### src/lsu_pkg.sv
`default_nettype none

package lsu_pkg;

    // ------------------------------
    // access sizes
    // ------------------------------

    // none means no memory access at all
    typedef enum logic [1:0] {
        MEM_NONE = 2'd0,
        MEM_BYTE = 2'd1,
        MEM_HALF = 2'd2,
        MEM_WORD = 2'd3
    } mem_size_e;

    // ------------------------------
    // local data RAM
    // ------------------------------

    localparam int RAM_WORDS = 256;
    localparam int RAM_AW    = 8;

    // one store as seen by the RAM, data already on its byte lanes
    typedef struct packed {
        logic [RAM_AW-1:0] addr;
        logic [31:0]       data;
        logic [3:0]        mask;
    } store_req_t;

endpackage

`default_nettype wire
### src/exu_pkg.sv
`default_nettype none

package exu_pkg;

    localparam int XLEN = 32;

    // ------------------------------
    // control codes
    // ------------------------------

    typedef enum logic [2:0] {
        ALU_ADD = 3'd0,
        ALU_SLL = 3'd1,
        ALU_SLT = 3'd2,
        ALU_XOR = 3'd3,
        ALU_SRL = 3'd4,
        ALU_OR  = 3'd5,
        ALU_AND = 3'd6,
        ALU_EQ  = 3'd7
    } alu_fn_e;

    // operand pairings, first operand named first
    typedef enum logic [1:0] {
        SRC_IMM_ZERO = 2'd0,
        SRC_PC_IMM   = 2'd1,
        SRC_RS1_RS2  = 2'd2,
        SRC_RS1_IMM  = 2'd3
    } src_sel_e;

    typedef enum logic [1:0] {
        PC_SEQ    = 2'd0,
        PC_BRANCH = 2'd1,
        PC_JAL    = 2'd2,
        PC_JALR   = 2'd3
    } pc_sel_e;

    typedef enum logic {
        SYS_EBREAK = 1'b0,
        SYS_MRET   = 1'b1
    } sys_fn_e;

    // ------------------------------
    // operation word views
    // ------------------------------

    // modifier means sub, sra or signed depending on the function
    typedef struct packed {
        logic               sys;
        logic               modifier;
        logic               invert;
        logic               load;
        lsu_pkg::mem_size_e mem_size;
        pc_sel_e            pc_sel;
        alu_fn_e            alu_fn;
        src_sel_e           src_sel;
        logic [2:0]         spare;
    } op_main_t;

    typedef struct packed {
        logic        sys;
        sys_fn_e     sys_fn;
        logic [13:0] spare;
    } op_sys_t;

    // sys flag is bit 15 in both views
    typedef union packed {
        op_main_t main;
        op_sys_t  sys;
    } exu_op_u;

endpackage

`default_nettype wire

### src/exu_next_pc.sv
`timescale 1ns/100ps
`default_nettype none

module exu_next_pc (
    input  exu_pkg::pc_sel_e            pc_sel,
    input  logic                        invert,
    input  logic                        is_mret,
    input  logic                        cmp,
    input  logic [exu_pkg::XLEN-1:0]    pc,
    input  logic [exu_pkg::XLEN-1:0]    rs1_d,
    input  logic [exu_pkg::XLEN-1:0]    imm,
    input  logic [exu_pkg::XLEN-1:0]    csr_rdata,
    output logic [exu_pkg::XLEN-1:0]    next_pc
);
    logic                     taken;
    logic                     jump;
    logic [exu_pkg::XLEN-1:0] base;
    logic [exu_pkg::XLEN-1:0] offset;
    logic [exu_pkg::XLEN-1:0] target;

    assign taken = pc_sel == exu_pkg::PC_BRANCH && (cmp != invert);
    assign jump  = pc_sel == exu_pkg::PC_JAL || pc_sel == exu_pkg::PC_JALR;

    // single adder, operands picked by kind
    assign base   = (pc_sel == exu_pkg::PC_JALR) ? rs1_d : pc;
    assign offset = (taken || jump) ? imm : 32'd4;
    assign target = base + offset;

    always_comb begin
        next_pc = target;
        if (pc_sel == exu_pkg::PC_JALR)
            next_pc[0] = 1'b0;
        if (is_mret)
            next_pc = csr_rdata;
    end

endmodule

`default_nettype wire

### config.mk
export PLATFORM = sky130hd
export DESIGN_NAME = exu_next_pc
export DESIGN_NICKNAME = d
export VERILOG_FILES = /design/src/lsu_pkg.sv /design/src/exu_pkg.sv /design/src/exu_next_pc.sv
export SDC_FILE = /design/constraint.sdc
export NUM_CORES = 1
export LEC_CHECK = 0
export ABC_CLOCK_PERIOD_IN_PS = 4800
export BUFFER_PORTS_ARGS = -buffer_cell sky130_fd_sc_hd__buf_2
export CAP_MARGIN = 20
export CORE_MARGIN = 2
export CORE_UTILIZATION = 34
export DETAILED_ROUTE_END_ITERATION = 8
export PLACE_DENSITY_LB_ADDON = 0.08
export SLEW_MARGIN = 30
export SYNTH_ARGS = -nofsm -noshare
export SYNTH_HDL_FRONTEND = slang
export SYNTH_SLANG_ARGS = --single-unit
export TNS_END_PERCENT = 10
### constraint.sdc
create_clock -name vclk -period 4.8
set_input_delay 0.96 -clock vclk [all_inputs]
set_output_delay 0.96 -clock vclk [all_outputs]
set_load 0.1 [all_outputs]
==> flow_summary.yaml <==
hold_path:
  holdPathStages: 4
  hold_end: "next_pc[17]"
  worstHoldStart: "csr_rdata[17]"
  hold_class: "in2out"
global_route:
  antenna_found_initial: 0
  grtUsageTotal_pct: 21.8
  grt_max_degree: 31
  grt_overflow: 0
  grt_pass1_wl_mm: 16.2
  grt_pass1_vias: 3538
synth:
  synth_top_area_share_pct: 14.3
  post_synth.cell_area_avg_sq_um: 6.99
  syn-num-nets: 571
  synth_area_sq_um: 2840
  synth_largest_area_cell: "mux2_2"
  synth_seq_area_share_pct: 0
  ys_types: 63
  synth-warning-count: 0
  synth.top_cells.by_area: "mux2_2, ha_1, nand2_1"
  postSynthCellCount: 406
sta:
  worst_pin_slew_ps: 743
  setup_viol: 0
  fmax_mhz: 211
  rsz0062_at_grt: "true"
  fin_ws_ps: 64.8
  hold_violations: 0
  relSlewSlack_pct: 49.9
  maxSlewViolCount: 0
  period_share_pct: 98.7
  min_period_ps: 4740
floorplanning:
  initial_core_util_pct: 34.9
  rows: 33
  core-area_sq_um: 8130
  dieArea_sq_um: 9090
  ioPinCount: 165
  die_width_um: 95.3
  die_h_um: 95.3
place:
  port-buffer-count: 165
  place_area_sq_um: 4730
  place_ws_ps: -118
  dp.final_hpwl_mm: 8.68
  gp_congestion: 0.899
run_status:
  status: "finished clean"
final_layout:
  antenna_cells: 0
  flops_and_latches: 0
  nets: 795
  final_cell_mix: "buf_2, buf_4, nand2_1"
  final_area_sq_um: 5350
  drive_gt1_share_pct: 60.4
  seq_area_sq_um: 0
  clkbuf_count: 0
  nFillCells: 731
  post-route-util_pct: 65.8
  layout_commonest_cell: "buf_2"
  syn_to_final_growth_pct: 88.8
critical_path:
  cp_top_family: "compound AO/OA/AOI/OAI gates"
  worstPathArrival_ps: 3780
  crit_path_end_kind: "primary output"
  worstSetupPathType: "in2out"
  start_kind: "primary input"
  crit_top_cell: "buf_4"
  worstPathRequired_ps: 3840
  worst_path_max_delay_cell: "mux2_2"
  worstPathCellList: "buf_2, nand2_4, buf_4, buf_16, mux2_2, ha_1, a21oi_2, o21ai_1, a221oi_2, buf_4, o31ai_1, a31oi_1, xor2_1, o21ai_2, buf_12"
  crit_fanout: 10
  slowest_delay_ps: 340
  cp-startpoint: "pc_sel[1]"
  critPathBufInv: 5
pwr:
  ir_worst_vdd_v: 0.000158
  p_leak_nw: 2.51
  cellPowerDensity_nw_per_um2: 238
  power_w: 0.00127
routing:
  vias: 3780
  drt_iter0_drc: 142
  drtAntennaViolNets: 0
  wl_per_cell_um: 14.9
  first_pass_iters: 4
  drc: 0
  via_per_inst: 5.16
  drt_wl_total_mm: 10.9
cts:
  holdBufCountCts: 0
job:
  max_cap_violations: 0
[synthesized netlist by cell type (all sizes together), types with 6 or more instances]
cell type / count
nand2: 58
o21ai: 43
a21oi: 41
mux2: 36
nor2b: 33
ha: 31
nor2: 19
xor2: 18
clkbuf: 12
a21o: 11
inv: 8
buf: 7
xnor2: 7
nand3: 6
nor3: 6
[worst max-delay path by stage]
stage | end | slack (ps) | cells after the start
finish | next_pc[28] | 60 | 15
global route | next_pc[25] | -80 | 16
CTS | next_pc[28] | -10 | 16
detailed placement | next_pc[25] | -120 | 16
global placement | next_pc[10] | -50 | 14
floorplan | next_pc[7] | -470 | 11
[routing by layer]
| metal | wire [um] | GRT usage (%) | up-vias |
|---|---|---|---|
| met2 | 5250 | 40.3 | 128 |
| met3 | 617 | 1.03 | 12 |
| li1 | - | - | 1939 |
| met4 | 175 | 2.66 | 0 |
| met5 | 0 | 0 | - |
| met1 | 4870 | 28.5 | 1701 |
[report_power, final]
part | leakage [nW] | internal [W] | total, W | switching [W]
registers | 0 | 0 | 0 | 0
logic | 2.51 | 0.000534 | 0.00127 | 0.000739
clock network | 0 | 0 | 0 | 0
total | 2.51 | 0.000534 | 0.00127 | 0.000739
[through the flow]
step | instances | hold WS (ps) | setup TNS [ps]
floorplan | 406 | 2210 | -4790
global placement | 718 | 2290 | -224
detailed placement | 718 | 2300 | -747
CTS | 720 | 2300 | -14.7
global route | 733 | 2310 | -309
finish | 733 | 2300 | 0
[cell type report]
cell class	count	area, sq um	area share, %
well taps	105	131	2.45
inverters	9	33.8	0.631
repair buffers	244	2000	37.3
multi-input cells	375	3190	59.6
[worst min-delay path: stages]
cell,delay (ps)
buf_2,70
nand2_1,50
o21ai_2,70
buf_12,170
[logic make-up after synthesis]
logic type	count (synthesis)	synth area share (%)
and+or+nand+nor	145	25.3
adders and majority gates	32	14.4
muxes	38	15.0
buffers and inverters	31	6.66
AOI/OAI and AO/OA	135	30.9
xor gates and xnor gates	25	7.72
[repair_timing]
action                                  in CTS  in global routing
setup buffers                                0                 12
cloned                                       2                  1
gates resized for setup                     17                 90
endpoints found under the setup margin      11                 18
hold endpoints to repair                     0                  0
pin swaps                                    7                 53
Power figures use the tool's default switching activity.
