`config.mk`:
```
export PLATFORM = sky130hd
export DESIGN_NAME = exu_alu
export DESIGN_NICKNAME = d
export VERILOG_FILES = /design/src/lsu_pkg.sv /design/src/exu_pkg.sv /design/src/exu_alu.sv
export SDC_FILE = /design/constraint.sdc
export NUM_CORES = 1
export LEC_CHECK = 0
export CAP_MARGIN = 20
export CORE_UTILIZATION = 45
export DETAILED_ROUTE_END_ITERATION = 6
export DONT_BUFFER_PORTS = 1
export MAX_ROUTING_LAYER = met4
export PLACE_DENSITY = 0.68
export SYNTH_ARGS = -nofsm -noshare
export SYNTH_HDL_FRONTEND = slang
export SYNTH_SLANG_ARGS = --single-unit
export TNS_END_PERCENT = 1
```
`constraint.sdc`:
```
create_clock -name vclk -period 6.1
set_clock_uncertainty 0.05 [all_clocks]
set_input_delay 0.61 -clock vclk [all_inputs]
set_output_delay 0.61 -clock vclk [all_outputs]
set_load 0.02 [all_outputs]
```
`src/lsu_pkg.sv`:
```
`default_nettype none

package lsu_pkg;

    // ------------------------------
    // access sizes
    // ------------------------------

    // none means no memory access at all
    typedef enum logic [1:0] {
        MEM_NONE = 2'd0,
        MEM_BYTE = 2'd1,
        MEM_HALF = 2'd2,
        MEM_WORD = 2'd3
    } mem_size_e;

    // ------------------------------
    // local data RAM
    // ------------------------------

    localparam int RAM_WORDS = 256;
    localparam int RAM_AW    = 8;

    // one store as seen by the RAM, data already on its byte lanes
    typedef struct packed {
        logic [RAM_AW-1:0] addr;
        logic [31:0]       data;
        logic [3:0]        mask;
    } store_req_t;

endpackage

`default_nettype wire
```
`src/exu_pkg.sv`:
```
`default_nettype none

package exu_pkg;

    localparam int XLEN = 32;

    // ------------------------------
    // control codes
    // ------------------------------

    typedef enum logic [2:0] {
        ALU_ADD = 3'd0,
        ALU_SLL = 3'd1,
        ALU_SLT = 3'd2,
        ALU_XOR = 3'd3,
        ALU_SRL = 3'd4,
        ALU_OR  = 3'd5,
        ALU_AND = 3'd6,
        ALU_EQ  = 3'd7
    } alu_fn_e;

    // operand pairings, first operand named first
    typedef enum logic [1:0] {
        SRC_IMM_ZERO = 2'd0,
        SRC_PC_IMM   = 2'd1,
        SRC_RS1_RS2  = 2'd2,
        SRC_RS1_IMM  = 2'd3
    } src_sel_e;

    typedef enum logic [1:0] {
        PC_SEQ    = 2'd0,
        PC_BRANCH = 2'd1,
        PC_JAL    = 2'd2,
        PC_JALR   = 2'd3
    } pc_sel_e;

    typedef enum logic {
        SYS_EBREAK = 1'b0,
        SYS_MRET   = 1'b1
    } sys_fn_e;

    // ------------------------------
    // operation word views
    // ------------------------------

    // modifier means sub, sra or signed depending on the function
    typedef struct packed {
        logic               sys;
        logic               modifier;
        logic               invert;
        logic               load;
        lsu_pkg::mem_size_e mem_size;
        pc_sel_e            pc_sel;
        alu_fn_e            alu_fn;
        src_sel_e           src_sel;
        logic [2:0]         spare;
    } op_main_t;

    typedef struct packed {
        logic        sys;
        sys_fn_e     sys_fn;
        logic [13:0] spare;
    } op_sys_t;

    // sys flag is bit 15 in both views
    typedef union packed {
        op_main_t main;
        op_sys_t  sys;
    } exu_op_u;

endpackage

`default_nettype wire

```
`src/exu_alu.sv`:
```
`timescale 1ns/100ps
`default_nettype none

module exu_alu (
    input  exu_pkg::src_sel_e           src_sel,
    input  exu_pkg::alu_fn_e            alu_fn,
    input  logic                        modifier,
    input  logic [exu_pkg::XLEN-1:0]    rs1_d,
    input  logic [exu_pkg::XLEN-1:0]    rs2_d,
    input  logic [exu_pkg::XLEN-1:0]    imm,
    input  logic [exu_pkg::XLEN-1:0]    pc,
    output logic [exu_pkg::XLEN-1:0]    res,
    output logic                        cmp
);
    logic [exu_pkg::XLEN-1:0] a;
    logic [exu_pkg::XLEN-1:0] b;
    logic                     link;
    logic                     lt;
    logic                     eq;
    logic [4:0]               shamt;

    // modifier on the pc pairing selects the link constant
    assign link = modifier && src_sel == exu_pkg::SRC_PC_IMM;

    always_comb begin
        case (src_sel)
            exu_pkg::SRC_IMM_ZERO: {a, b} = {imm, 32'd0};
            exu_pkg::SRC_PC_IMM:   {a, b} = {pc, link ? 32'd4 : imm};
            exu_pkg::SRC_RS1_RS2:  {a, b} = {rs1_d, rs2_d};
            default:               {a, b} = {rs1_d, imm};
        endcase
    end

    assign shamt = b[4:0];
    assign eq    = a == b;
    assign lt    = modifier ? ($signed(a) < $signed(b)) : (a < b);

    always_comb begin
        case (alu_fn)
            exu_pkg::ALU_ADD: res = (modifier && !link) ? a - b : a + b;
            exu_pkg::ALU_SLL: res = a << shamt;
            exu_pkg::ALU_SLT: res = {31'd0, lt};
            exu_pkg::ALU_XOR: res = a ^ b;
            // sra when modifier is set
            exu_pkg::ALU_SRL: res = modifier ? $unsigned($signed(a) >>> shamt) : a >> shamt;
            exu_pkg::ALU_OR:  res = a | b;
            exu_pkg::ALU_AND: res = a & b;
            default:          res = {31'd0, eq};
        endcase
    end

    // branch condition before inversion
    assign cmp = (alu_fn == exu_pkg::ALU_EQ) ? eq : lt;

endmodule

`default_nettype wire

```
==> results_dict.tcl <==
set metrics [dict create \
    post_cts_buffers 0 \
    rsz0062_at_grt "false" \
    period_needed_ps 5910 \
    drtPass1Iterations 7 \
    vdd_drop_max_v 0.0000697 \
    post_drt_wl_per_cell_um 29.9 \
    slew_violations 0 \
    rows 53 \
    pwr-share-seq 0 \
    fin_crit_sh 0.969 \
    gp_congestion 1.10 \
    vias 12300 \
    area_delta_synth_final_pct 2.75 \
    synth_cell_types 86 \
    routed_wl_mm 52.0 \
    switchingPower_mw 1.06 \
    pin_count 167 \
    start_util 0.462 \
    switching_share 0.674 \
    seqCellArea_sq_um 0 \
    io_buffers 0 \
    drv_cap 0 \
    min_path_type "primary input to primary output" \
    grt_pass1_vias 11600 \
    dp_hpwl_mm 41.7 \
    violations "DRC" \
    criticalPathCategory "primary input to primary output" \
    drive_gt1_frac 0.0856 \
    p_leak_nw 4.37 \
    yosysSeqAreaShare 0 \
    die-area_sq_mm 0.0223 \
    finalSetupViolCount 0 \
    synth_area_per_cell_sq_um 6.48 \
    worst_pin_slew_ps 1110 \
    fmax_mhz 169 \
    finalHoldViolCount 0 \
    crit_arrival_ps 5250 \
    crit_required_ps 5440 \
    synth_fp_nets 1744 \
    grt_pass1_wl_mm 75.4 \
    worstPathMaxFanout 40 \
    coreArea_sq_mm 0.0212 \
    viasPerCell 7.09 \
    power_density_mw_per_mm2 157 \
    nClkBuffers 0 \
    outcome "complete, but fails checks" \
    slew_headroom 0.250 \
    synth_area_sq_mm 0.00978 \
    postRouteAntennaNets 0 \
    multi_input_area_sq_mm 0.00882 \
    grt_max_degree 72 \
    grt_overflow 0 \
    post_dp_cell_area_sq_mm 0.0100 \
    design_area_sq_mm 0.0101 \
    design.seq.count 0 \
    die_w_um 149 \
    combPwrFrac 1.000 \
    synth_cells 1509 \
    intPower_mw 0.514 \
    clkPwrFrac 0 \
    die_y_um 149 \
    drc 6 \
    synth_warnings 0 \
    antenna_found_initial 4 \
    gr-usage-all-layers 0.471 \
    tns_ps 0 \
    cts_resized 0 \
    nets 1697 \
    drtIter0Drc 1635 \
    cts_hold_buf 0 \
    fillCellCount 2270 \
    cp-end-kind "primary output" \
    critPathLaunchType "primary input" \
]
area by class of cell:
| class | instances | area share |
|---|---|---|
| tap | 275 | 0.0342 |
| timing repair buffer | 68 | 0.0514 |
| inverter | 94 | 0.0359 |
| antenna | 3 | 0.000747 |
| multi-input combinational | 1298 | 0.878 |
power by group through the flow:
stage          Combinational, mW  Sequential (mW)     Clock, mW
2_1_floorplan               1.04                0             0
3_3_place_gp                1.51                0             0
3_5_place_dp                1.50                0             0
4_1_cts                     1.51                0             0
5_1_grt                     1.66                0  0.0000000660
6_report                    1.58                0  0.0000000663
metal layers:
layer	track usage	vias to the layer above	wire length (um)
met5	-	-	0
met4	0.236	0	3120
met3	0.118	193	6160
met2	0.711	913	22300
met1	0.579	5753	20400
li1	-	5460	-
kinds of logic after synthesis:
kind of cell | Yosys count | share of synthesized area
buffers and inverters | 211 | 0.0998
muxes | 147 | 0.157
adders and majority gates | 101 | 0.131
AOI/OAI and AO/OA | 547 | 0.372
xor gates and xnor gates | 29 | 0.0260
and+or+nand+nor | 474 | 0.214
metrics by stage:
step | std cells | util | worst slack (ps) | power, mW | hold WS [ps]
2_1_floorplan | 1509 | - | 1040 | 1.04 | 1550
3_3_place_gp | 1734 | 0.474 | 544 | 1.51 | 1480
3_5_place_dp | 1734 | 0.474 | 437 | 1.50 | 1480
4_1_cts | 1734 | 0.474 | 414 | 1.51 | 1480
5_1_grt | 1738 | 0.475 | 169 | 1.66 | 1500
6_report | 1738 | 0.475 | 186 | 1.58 | 1490
cells in the mapped netlist, drive strengths merged (33+ instances only):
| cell | number | area, sq um |
|---|---|---|
| nand2 | 178 | 671 |
| nor2 | 148 | 558 |
| o21ai | 147 | 762 |
| a21oi | 140 | 704 |
| mux2i | 130 | 1320 |
| ha | 99 | 1240 |
| inv | 93 | 357 |
| clkbuf | 63 | 236 |
| buf | 54 | 379 |
| nor3 | 37 | 185 |
| nand3 | 35 | 175 |
| a22o | 33 | 289 |
critical path, cell delays in order:
cell and delay (ps):
and2b_1 870, a22o_1 300, ha_1 410, or3_1 440
nand3b_1 250, a211oi_1 380, nor4b_1 110, buf_4 180
nor4_1 310, nor3_1 160, o311ai_1 500, xor2_1 110
o21ai_0 300, buf_4 170, buf_4 130
worst paths after layout:
check                       from  endpoint  slack (ps)  cells after the start
worst min-delay path   alu_fn[2]   res[12]        1490                      3
worst max-delay path  src_sel[0]   res[31]         190                     15
placed cells by master, fill, tap and decap left out, drive strengths merged, types with 10 or more instances in the layout:
cell and n:
a21oi 140, nand3 35, buf 67, o211ai 29
xnor2 25, inv 93, nor3 37, a22o 33
a22oi 13, nor2 148, a211o 11, nand2 178
o21ai 147, mux2 15, ha 99, a221oi 11
nand2b 12, o31ai 12, o21bai 11, a31oi 12
mux2i 130, a222oi 14, o221ai 10, a211oi 26
No activity file was read; power rests on OpenSTA's default activity.
