==> src/lsu_pkg.sv <==
`default_nettype none

package lsu_pkg;

    // ------------------------------
    // access sizes
    // ------------------------------

    // none means no memory access at all
    typedef enum logic [1:0] {
        MEM_NONE = 2'd0,
        MEM_BYTE = 2'd1,
        MEM_HALF = 2'd2,
        MEM_WORD = 2'd3
    } mem_size_e;

    // ------------------------------
    // local data RAM
    // ------------------------------

    localparam int RAM_WORDS = 256;
    localparam int RAM_AW    = 8;

    // one store as seen by the RAM, data already on its byte lanes
    typedef struct packed {
        logic [RAM_AW-1:0] addr;
        logic [31:0]       data;
        logic [3:0]        mask;
    } store_req_t;

endpackage

`default_nettype wire
==> src/exu_pkg.sv <==
`default_nettype none

package exu_pkg;

    localparam int XLEN = 32;

    // ------------------------------
    // control codes
    // ------------------------------

    typedef enum logic [2:0] {
        ALU_ADD = 3'd0,
        ALU_SLL = 3'd1,
        ALU_SLT = 3'd2,
        ALU_XOR = 3'd3,
        ALU_SRL = 3'd4,
        ALU_OR  = 3'd5,
        ALU_AND = 3'd6,
        ALU_EQ  = 3'd7
    } alu_fn_e;

    // operand pairings, first operand named first
    typedef enum logic [1:0] {
        SRC_IMM_ZERO = 2'd0,
        SRC_PC_IMM   = 2'd1,
        SRC_RS1_RS2  = 2'd2,
        SRC_RS1_IMM  = 2'd3
    } src_sel_e;

    typedef enum logic [1:0] {
        PC_SEQ    = 2'd0,
        PC_BRANCH = 2'd1,
        PC_JAL    = 2'd2,
        PC_JALR   = 2'd3
    } pc_sel_e;

    typedef enum logic {
        SYS_EBREAK = 1'b0,
        SYS_MRET   = 1'b1
    } sys_fn_e;

    // ------------------------------
    // operation word views
    // ------------------------------

    // modifier means sub, sra or signed depending on the function
    typedef struct packed {
        logic               sys;
        logic               modifier;
        logic               invert;
        logic               load;
        lsu_pkg::mem_size_e mem_size;
        pc_sel_e            pc_sel;
        alu_fn_e            alu_fn;
        src_sel_e           src_sel;
        logic [2:0]         spare;
    } op_main_t;

    typedef struct packed {
        logic        sys;
        sys_fn_e     sys_fn;
        logic [13:0] spare;
    } op_sys_t;

    // sys flag is bit 15 in both views
    typedef union packed {
        op_main_t main;
        op_sys_t  sys;
    } exu_op_u;

endpackage

`default_nettype wire

==> src/exu_ctrl.sv <==
`timescale 1ns/100ps
`default_nettype none

module exu_ctrl (
    input  logic                        clk,
    input  logic                        reset,
    input  logic                        valid,
    input  exu_pkg::exu_op_u            opt,
    input  logic [exu_pkg::XLEN-1:0]    next_pc,
    input  logic [exu_pkg::XLEN-1:0]    res,
    input  logic [exu_pkg::XLEN-1:0]    load_data,
    input  logic [exu_pkg::XLEN-1:0]    rs1_d,
    output exu_pkg::src_sel_e           src_sel,
    output exu_pkg::alu_fn_e            alu_fn,
    output logic                        modifier,
    output exu_pkg::pc_sel_e            pc_sel,
    output logic                        invert,
    output logic                        is_mret,
    output logic                        store_en,
    output lsu_pkg::mem_size_e          mem_size,
    output lsu_pkg::mem_size_e          load_size,
    output logic                        load_sign,
    output logic [1:0]                  load_off,
    output logic                        ready,
    output logic                        halt,
    output logic [exu_pkg::XLEN-1:0]    rd_d,
    output logic [exu_pkg::XLEN-1:0]    dnpc,
    output logic [exu_pkg::XLEN-1:0]    exit_code
);
    exu_pkg::op_main_t            op_main;
    exu_pkg::op_sys_t             op_sys;
    logic                         is_sys;
    logic                         is_ebreak;
    logic                         link;
    logic [exu_pkg::XLEN-1:0]     result_q;

    // ------------------------------
    // decode
    // ------------------------------
    assign op_main = opt.main;
    assign op_sys  = opt.sys;

    assign is_sys    = op_main.sys;
    assign is_ebreak = is_sys && op_sys.sys_fn == exu_pkg::SYS_EBREAK;
    assign is_mret   = is_sys && op_sys.sys_fn == exu_pkg::SYS_MRET;

    // system words never touch memory or redirect by themselves
    assign mem_size = is_sys ? lsu_pkg::MEM_NONE : op_main.mem_size;
    assign pc_sel   = is_sys ? exu_pkg::PC_SEQ : op_main.pc_sel;
    assign store_en = valid && !op_main.load && mem_size != lsu_pkg::MEM_NONE;

    // jal and jalr write back the link address pc + 4
    assign link     = pc_sel == exu_pkg::PC_JAL || pc_sel == exu_pkg::PC_JALR;
    assign src_sel  = link ? exu_pkg::SRC_PC_IMM : op_main.src_sel;
    assign alu_fn   = link ? exu_pkg::ALU_ADD : op_main.alu_fn;
    // load sign shares the modifier bit so memory addresses always add
    assign modifier = (op_main.modifier && mem_size == lsu_pkg::MEM_NONE) || link;
    assign invert   = op_main.invert;

    // ------------------------------
    // stage registers
    // ------------------------------
    always_ff @(posedge clk) begin
        if (reset) begin
            ready     <= 1'b0;
            halt      <= 1'b0;
            load_size <= lsu_pkg::MEM_NONE;
        end else begin
            ready     <= valid;
            halt      <= valid && is_ebreak;
            load_size <= (valid && op_main.load) ? mem_size : lsu_pkg::MEM_NONE;
        end
    end

    // payload only moves with a valid operation
    always_ff @(posedge clk) begin
        if (valid) begin
            dnpc      <= next_pc;
            result_q  <= res;
            exit_code <= rs1_d;
            load_sign <= op_main.modifier;
            load_off  <= res[1:0];
        end
    end

    // load data wins only for a load in flight
    assign rd_d = (load_size != lsu_pkg::MEM_NONE) ? load_data : result_q;

endmodule

`default_nettype wire

==> config.mk <==
export PLATFORM = sky130hd
export DESIGN_NAME = exu_ctrl
export DESIGN_NICKNAME = d
export VERILOG_FILES = /design/src/lsu_pkg.sv /design/src/exu_pkg.sv /design/src/exu_ctrl.sv
export SDC_FILE = /design/constraint.sdc
export NUM_CORES = 1
export LEC_CHECK = 0
export BUFFER_PORTS_ARGS = -buffer_cell sky130_fd_sc_hd__buf_2
export CELL_PAD_IN_SITES_DETAIL_PLACEMENT = 2
export CELL_PAD_IN_SITES_GLOBAL_PLACEMENT = 2
export CORE_MARGIN = 3
export CORE_UTILIZATION = 27
export DETAILED_ROUTE_END_ITERATION = 8
export PLACE_DENSITY = 0.86
export SLEW_MARGIN = 20
export SYNTH_ARGS = -nofsm -noshare
export SYNTH_HDL_FRONTEND = slang
export SYNTH_SLANG_ARGS = --single-unit
==> constraint.sdc <==
create_clock -name clk -period 1.7 [get_ports clk]
set_clock_uncertainty 0.05 [all_clocks]
set_input_delay 0.085 -clock clk [delete_from_list [all_inputs] [get_ports clk]]
set_output_delay 0.085 -clock clk [all_outputs]
set_load 0.02 [all_outputs]
==> results of run 1 <==
worst max-delay path, stage by stage, from the launching register on:
cell and delay (ns):
dfxtp_2 0.34, nor2_4 0.13, buf_12 0.21, mux2_2 0.38, buf_2 0.17
cell families after synthesis:
group           count (synthesis)
compound gates                  2
flops                         101
buf+inv                         8
mux                            32
simple gates                   16
timing repair:
action / in CTS / in global routing
hold buffers: 99 / 0
cloned: 0 / 0
endpoints found under the setup margin: 13 / 32
resized for setup: 4 / 6
hold endpoints to repair: 100 / 0
final timing paths:
| path | endpoint | slack [ns] |
|---|---|---|
| max | rd_d[7] | -0.02 |
| min | halt | 0.04 |
flip-flops by register name, indices dropped and copies added, names as in the netlist:
name       count
ready          1
dnpc          32
halt           1
load_off       1
exit_code     32
load_size      2
load_sign      1
result_q      31
area by class of cell:
| cell class | instances | area share, % |
|---|---|---|
| Antenna cell | 1 | 0.0390 |
| Timing Repair Buffer | 364 | 37.3 |
| Tap cell | 172 | 3.36 |
| Sequential cell | 101 | 46.7 |
| Clock inverter | 5 | 1.27 |
| Multi-Input combinational cell | 50 | 7.65 |
| Inverter | 2 | 0.117 |
| Clock buffer | 10 | 3.57 |
metal layers:
layer  global-route usage [%]  wire, um
met1                     23.0      5580
met2                     37.6      7960
met3                     7.58      1310
met4                     6.59       265
met5                        0         0
stage by stage:
step / util (%) / power (uW) / TNS (ns) / cells
5_1_grt: 50.4 / 6540 / -1.69 / 705
2_1_floorplan: - / 3440 / 0 / 159
4_1_cts: 50.2 / 6270 / -0.0434 / 704
3_5_place_dp: 39.9 / 3920 / 0 / 590
3_3_place_gp: 39.9 / 3870 / 0 / 590
6_report: 50.4 / 6300 / -0.0415 / 705
cell usage in the layout (no fill, tap or decap), types with 2 or more instances in the layout:
| cell | instances |
|---|---|
| buf_2 | 249 |
| dlygate4sd3_1 | 99 |
| edfxtp_1 | 97 |
| mux2_2 | 30 |
| buf_4 | 12 |
| clkbuf_16 | 9 |
| and2_1 | 5 |
| nor2b_1 | 4 |
| and3_1 | 3 |
| dfxtp_1 | 3 |
| nand2b_1 | 2 |
| inv_1 | 2 |
| mux2_4 | 2 |
| bufinv_16 | 2 |
| inv_6 | 2 |
| buf_6 | 2 |
| buf_12 | 2 |
power by group:
| group | internal [uW] | switching [uW] | leakage [uW] |
|---|---|---|---|
| sequential | 2940 | 68.0 | 0.000982 |
| combinational | 502 | 590 | 0.00171 |
| clock | 1290 | 911 | 0.000151 |
==> results.py, run 1 <==
metrics = {
    "outcome": {
        "status": "finished with violations",
        "violations": "setup timing",
    },
    "synthesis": {
        "synth-edff-count": 97,
        "yosys.area_share.simple_pct": 3.03,
        "synth_compound_area_share_pct": 0.422,
        "synth_top_family_by_area": "multiplexers",
        "seq_area_frac_synth_pct": 84.2,
        "ys_types": 15,
        "synthArstFlopShare_pct": 0,
        "synthTopCellsByCount": "97 x edfxtp_1, 30 x mux2_2, 5 x and2_1, 4 x dfxtp_1, 4 x nor2b_1",
        "synth.area.mux_share_pct": 10.3,
        "syn_avg_cell_area_sq_um": 22.4,
        "yosys.area.top_type_share_pct": 81.9,
        "synth_xor_area_share_pct": 0,
        "synth_seq_cells": 101,
        "netlist_instances": 159,
        "synth_fp_nets": 306,
        "mappedNetlistArea_sq_um": 3550,
        "synth_adder_area_share_pct": 0,
        "synth_warnings": 0,
        "ys.flop_type": "edfxtp_1",
        "synth_area_leaders": "edfxtp_1 82%, mux2_2 9.5%, dfxtp_1 2.3%, clkbuf_8 1.2%, and2_1 0.88%",
        "synth_top_area_cell": "edfxtp_1",
        "yosysMostFrequentCell": "edfxtp_1",
    },
    "power_and_ir_drop": {
        "leakage_uw": 0.00285,
        "powerDensity_nw_per_um2": 983,
        "ir_drop_mv": 0.589,
    },
    "global_routing": {
        "overflow": 0,
        "grt_max_degree": 40,
        "grt_pass1_wl_mm": 22.4,
        "grt_util_all_layers_pct": 20.9,
        "antenna_found_initial": 1,
        "grt_pass1_vias": 3507,
    },
    "cts": {
        "clk_pin_slew_worst_paths_ns": 0.07,
        "numCtsBuffers": 9,
        "root_buffer": "clkbuf_16",
        "htreeDepth": 3,
        "post_cts_buffers": 0,
        "cts_tree": "done",
        "clockBufferDepth": 2,
        "numClockSinks": 101,
    },
    "placed_design": {
        "dpl.hpwl_mm": 8.89,
        "portBuffers": 257,
        "pre_cts_ws_ns": 0.347,
        "place_area_sq_um": 5080,
        "place_congestion": 0.694,
    },
    "detailed_routing": {
        "drt-initial-drc-count": 112,
        "ant_nets": 0,
        "drc": 0,
        "wire_per_inst_um": 21.4,
        "drt-total-wl_mm": 15.1,
        "num_vias": 2964,
        "via_per_inst": 4.20,
        "drt_first_pass_iters": 6,
    },
    "setup_path": {
        "crit_arrival_ns": 1.59,
        "crit_fanout": 32,
        "end_kind": "output port",
        "startpoint_type": "flop",
        "critPathLaunch": "load_size[1]",
        "worstSetupPathType": "reg2out",
        "required_ns": 1.56,
    },
    "floorplanning": {
        "fp.coreArea_sq_um": 12700,
        "dieHeight_um": 121,
        "initial_core_util_pct": 27.9,
        "ioPinCount": 263,
        "die_area_sq_um": 14600,
        "placementRows": 41,
        "die_w_um": 121,
    },
    "timing": {
        "drv_slew": 0,
        "fmax_mhz": 581,
        "fin_crit_ns": 1.72,
        "hold_viol_final": 0,
        "rsz0062_at_grt": "yes",
        "slew-limit-headroom_pct": 65.0,
        "setup_viol": 5,
        "timing.final.ws_setup_ns": -0.0216,
        "tightest_slew_ns": 0.525,
        "timing.hold.ws_ns": 0.0383,
        "min_period_over_period_pct": 101,
    },
    "finish": {
        "multi_input_area_sq_um": 490,
        "fill_cells": 1266,
        "regArea_sq_um": 2990,
        "syn2layout_area_growth_pct": 80.3,
        "drive_above_1_share_pct": 58.8,
        "final_area_sq_um": 6410,
        "nets": 675,
    },
    "hold_path": {
        "min_path_cells": 2,
        "min_path_type": "in2reg",
        "holdCritStartpoint": "opt[15]",
    },
    "flow_run": {
        "maxCapViolCount": 0,
    },
}
Power figures use the tool's default switching activity.
==> run 2: changes to the inputs <==
--- a/config.mk
+++ b/config.mk
@@ -8,6 +8,7 @@
 export BUFFER_PORTS_ARGS = -buffer_cell sky130_fd_sc_hd__buf_2
 export CELL_PAD_IN_SITES_DETAIL_PLACEMENT = 2
 export CELL_PAD_IN_SITES_GLOBAL_PLACEMENT = 2
+export CORE_ASPECT_RATIO = 1.75
 export CORE_MARGIN = 3
 export CORE_UTILIZATION = 27
 export DETAILED_ROUTE_END_ITERATION = 8
==> constraint.sdc (replaced) <==
create_clock -name clk -period 1.7 [get_ports clk]
set_clock_uncertainty 0.05 [all_clocks]
set_input_delay 0.255 -clock clk [delete_from_list [all_inputs] [get_ports clk]]
set_output_delay 0.255 -clock clk [all_outputs]
set_load 0.02 [all_outputs]
==> results.py, run 2 (synthesis results as in run 1) <==
metrics = {
    "outcome": {
        "status": "finished with violations",
        "violations": "setup timing",
    },
    "finish": {
        "final_common_cell": "buf_2",
        "syn2layout_area_growth_pct": 61.1,
        "diodes": 0,
        "drive_above_1_share_pct": 72.6,
        "largestRegisters": "dnpc x32, exit_code x32, result_q x31",
        "final_cell_mix": "224 x buf_2, 97 x edfxtp_1, 32 x mux2_4, 32 x buf_6, 11 x clkbuf_16",
        "final_cell_count_no_fill": 603,
        "nets": 577,
        "final_area_sq_um": 5730,
    },
    "power_and_ir_drop": {
        "clkPwrFrac_pct": 31.4,
        "leakage_uw": 0.00266,
        "ir_drop_mv": 0.742,
        "finalPower_uw": 5860,
        "p_sw_uw": 1460,
        "p_seq_share_pct": 51.2,
        "intPower_uw": 4400,
        "powerDensity_nw_per_um2": 1020,
        "switching_share_pct": 25.0,
        "p_comb_share_pct": 17.4,
    },
    "global_routing": {
        "grt_pass1_vias": 2890,
        "grt_max_degree": 48,
        "grt_util_all_layers_pct": 16.1,
        "overflow": 0,
        "antenna_found_initial": 0,
        "grt_pass1_wl_mm": 17.4,
    },
    "placed_design": {
        "place_congestion": 0.816,
        "dpl.hpwl_mm": 10.1,
        "place_area_sq_um": 5050,
        "dpl.cell_count": 583,
        "portBuffers": 257,
    },
    "floorplanning": {
        "die_area_sq_um": 14600,
        "die_w_um": 92.7,
        "ioPinCount": 263,
        "placementRows": 54,
        "fp.coreArea_sq_um": 12700,
        "initial_core_util_pct": 28.0,
        "dieHeight_um": 158,
    },
    "cts": {
        "postCtsHoldBufs": 0,
        "cts_tree": "done",
        "clockBufferDepth": 2,
        "root_buffer": "clkbuf_16",
        "htreeDepth": 3,
        "numCtsBuffers": 9,
        "clk_pin_slew_worst_paths_ns": 0.07,
        "numClockSinks": 101,
    },
    "detailed_routing": {
        "drt-total-wl_mm": 12.7,
        "drt-initial-drc-count": 87,
        "drt_first_pass_iters": 4,
        "drc": 0,
        "wire_per_inst_um": 21.1,
        "num_vias": 2546,
        "ant_nets": 0,
        "via_per_inst": 4.22,
    },
    "timing": {
        "drv_slew": 0,
        "timing.hold.ws_ns": 0.0430,
        "setup_viol": 32,
        "hold_viol_final": 0,
        "timing.final.ws_setup_ns": -0.144,
        "rsz0062_at_grt": "yes",
        "slew-limit-headroom_pct": 78.9,
        "final.setup.tns_ns": -3.80,
        "min_period_over_period_pct": 108,
        "tightest_slew_ns": 0.316,
        "fin_crit_ns": 1.84,
        "fmax_mhz": 542,
    },
    "hold_path": {
        "min_path_type": "in2reg",
    },
    "setup_path": {
        "crit_arrival_ns": 1.54,
        "startpoint_type": "flop",
        "crit_fanout": 8,
        "end_kind": "output port",
        "worstSetupPathType": "reg2out",
        "required_ns": 1.39,
    },
    "flow_run": {
        "maxCapViolCount": 0,
    },
}
-- run 2: final timing paths --
check           end  cells after the start  slack (ns)          from
max         rd_d[9]                      5       -0.14  load_size[0]
min    result_q[27]                      1        0.04       res[27]
-- run 2: worst max-delay path: stages, from the launching register on --
cell and delay (ns):
dfxtp_2 0.33, nor2_4 0.13, buf_12 0.14, clkbuf_16 0.17
mux2_4 0.31, buf_6 0.13
-- run 2: power by group through the flow --
stage / Sequential, uW / Clock (uW) / Combinational (uW)
global route: 3020 / 2010 / 1080
detailed placement: 3060 / 0 / 874
CTS: 3000 / 1910 / 890
finish: 3000 / 1840 / 1020
global placement: 3040 / 0 / 834
floorplan: 3210 / 0 / 238
-- run 2: what timing repair did --
item | 4_1_cts | 5_1_grt
cloned | 0 | 3
pin swaps | 0 | 1
hold endpoints to repair | 0 | 0
endpoints found under the setup margin | 32 | 32
setup buffers | 0 | 1
resized for setup | 11 | 88
-- run 2: through the flow --
step | util [%] | setup slack [ns]
2_1_floorplan | - | 0.252
5_1_grt | 45.1 | -0.198
6_report | 45.1 | -0.144
3_3_place_gp | 39.8 | 0.211
4_1_cts | 42.1 | -0.172
3_5_place_dp | 39.8 | 0.179
-- run 2: layer usage --
layer | vias to the layer above | global-route usage [%] | routed length [um]
met2 | 137 | 31.6 | 7550
met4 | 0 | 4.89 | 150
met1 | 1248 | 15.8 | 4000
met3 | 9 | 5.18 | 999
li1 | 1152 | - | -
met5 | - | 0 | 0
-- run 2: cell type report --
cell class / count / area, sq um
clock buffer: 10 / 229
clock inverter: 6 / 38.8
multi-input combinational: 50 / 603
timing repair buffer: 266 / 1640
fill: 1292 / 6980
sequential: 101 / 3000
inverter: 2 / 7.51
tap: 168 / 210
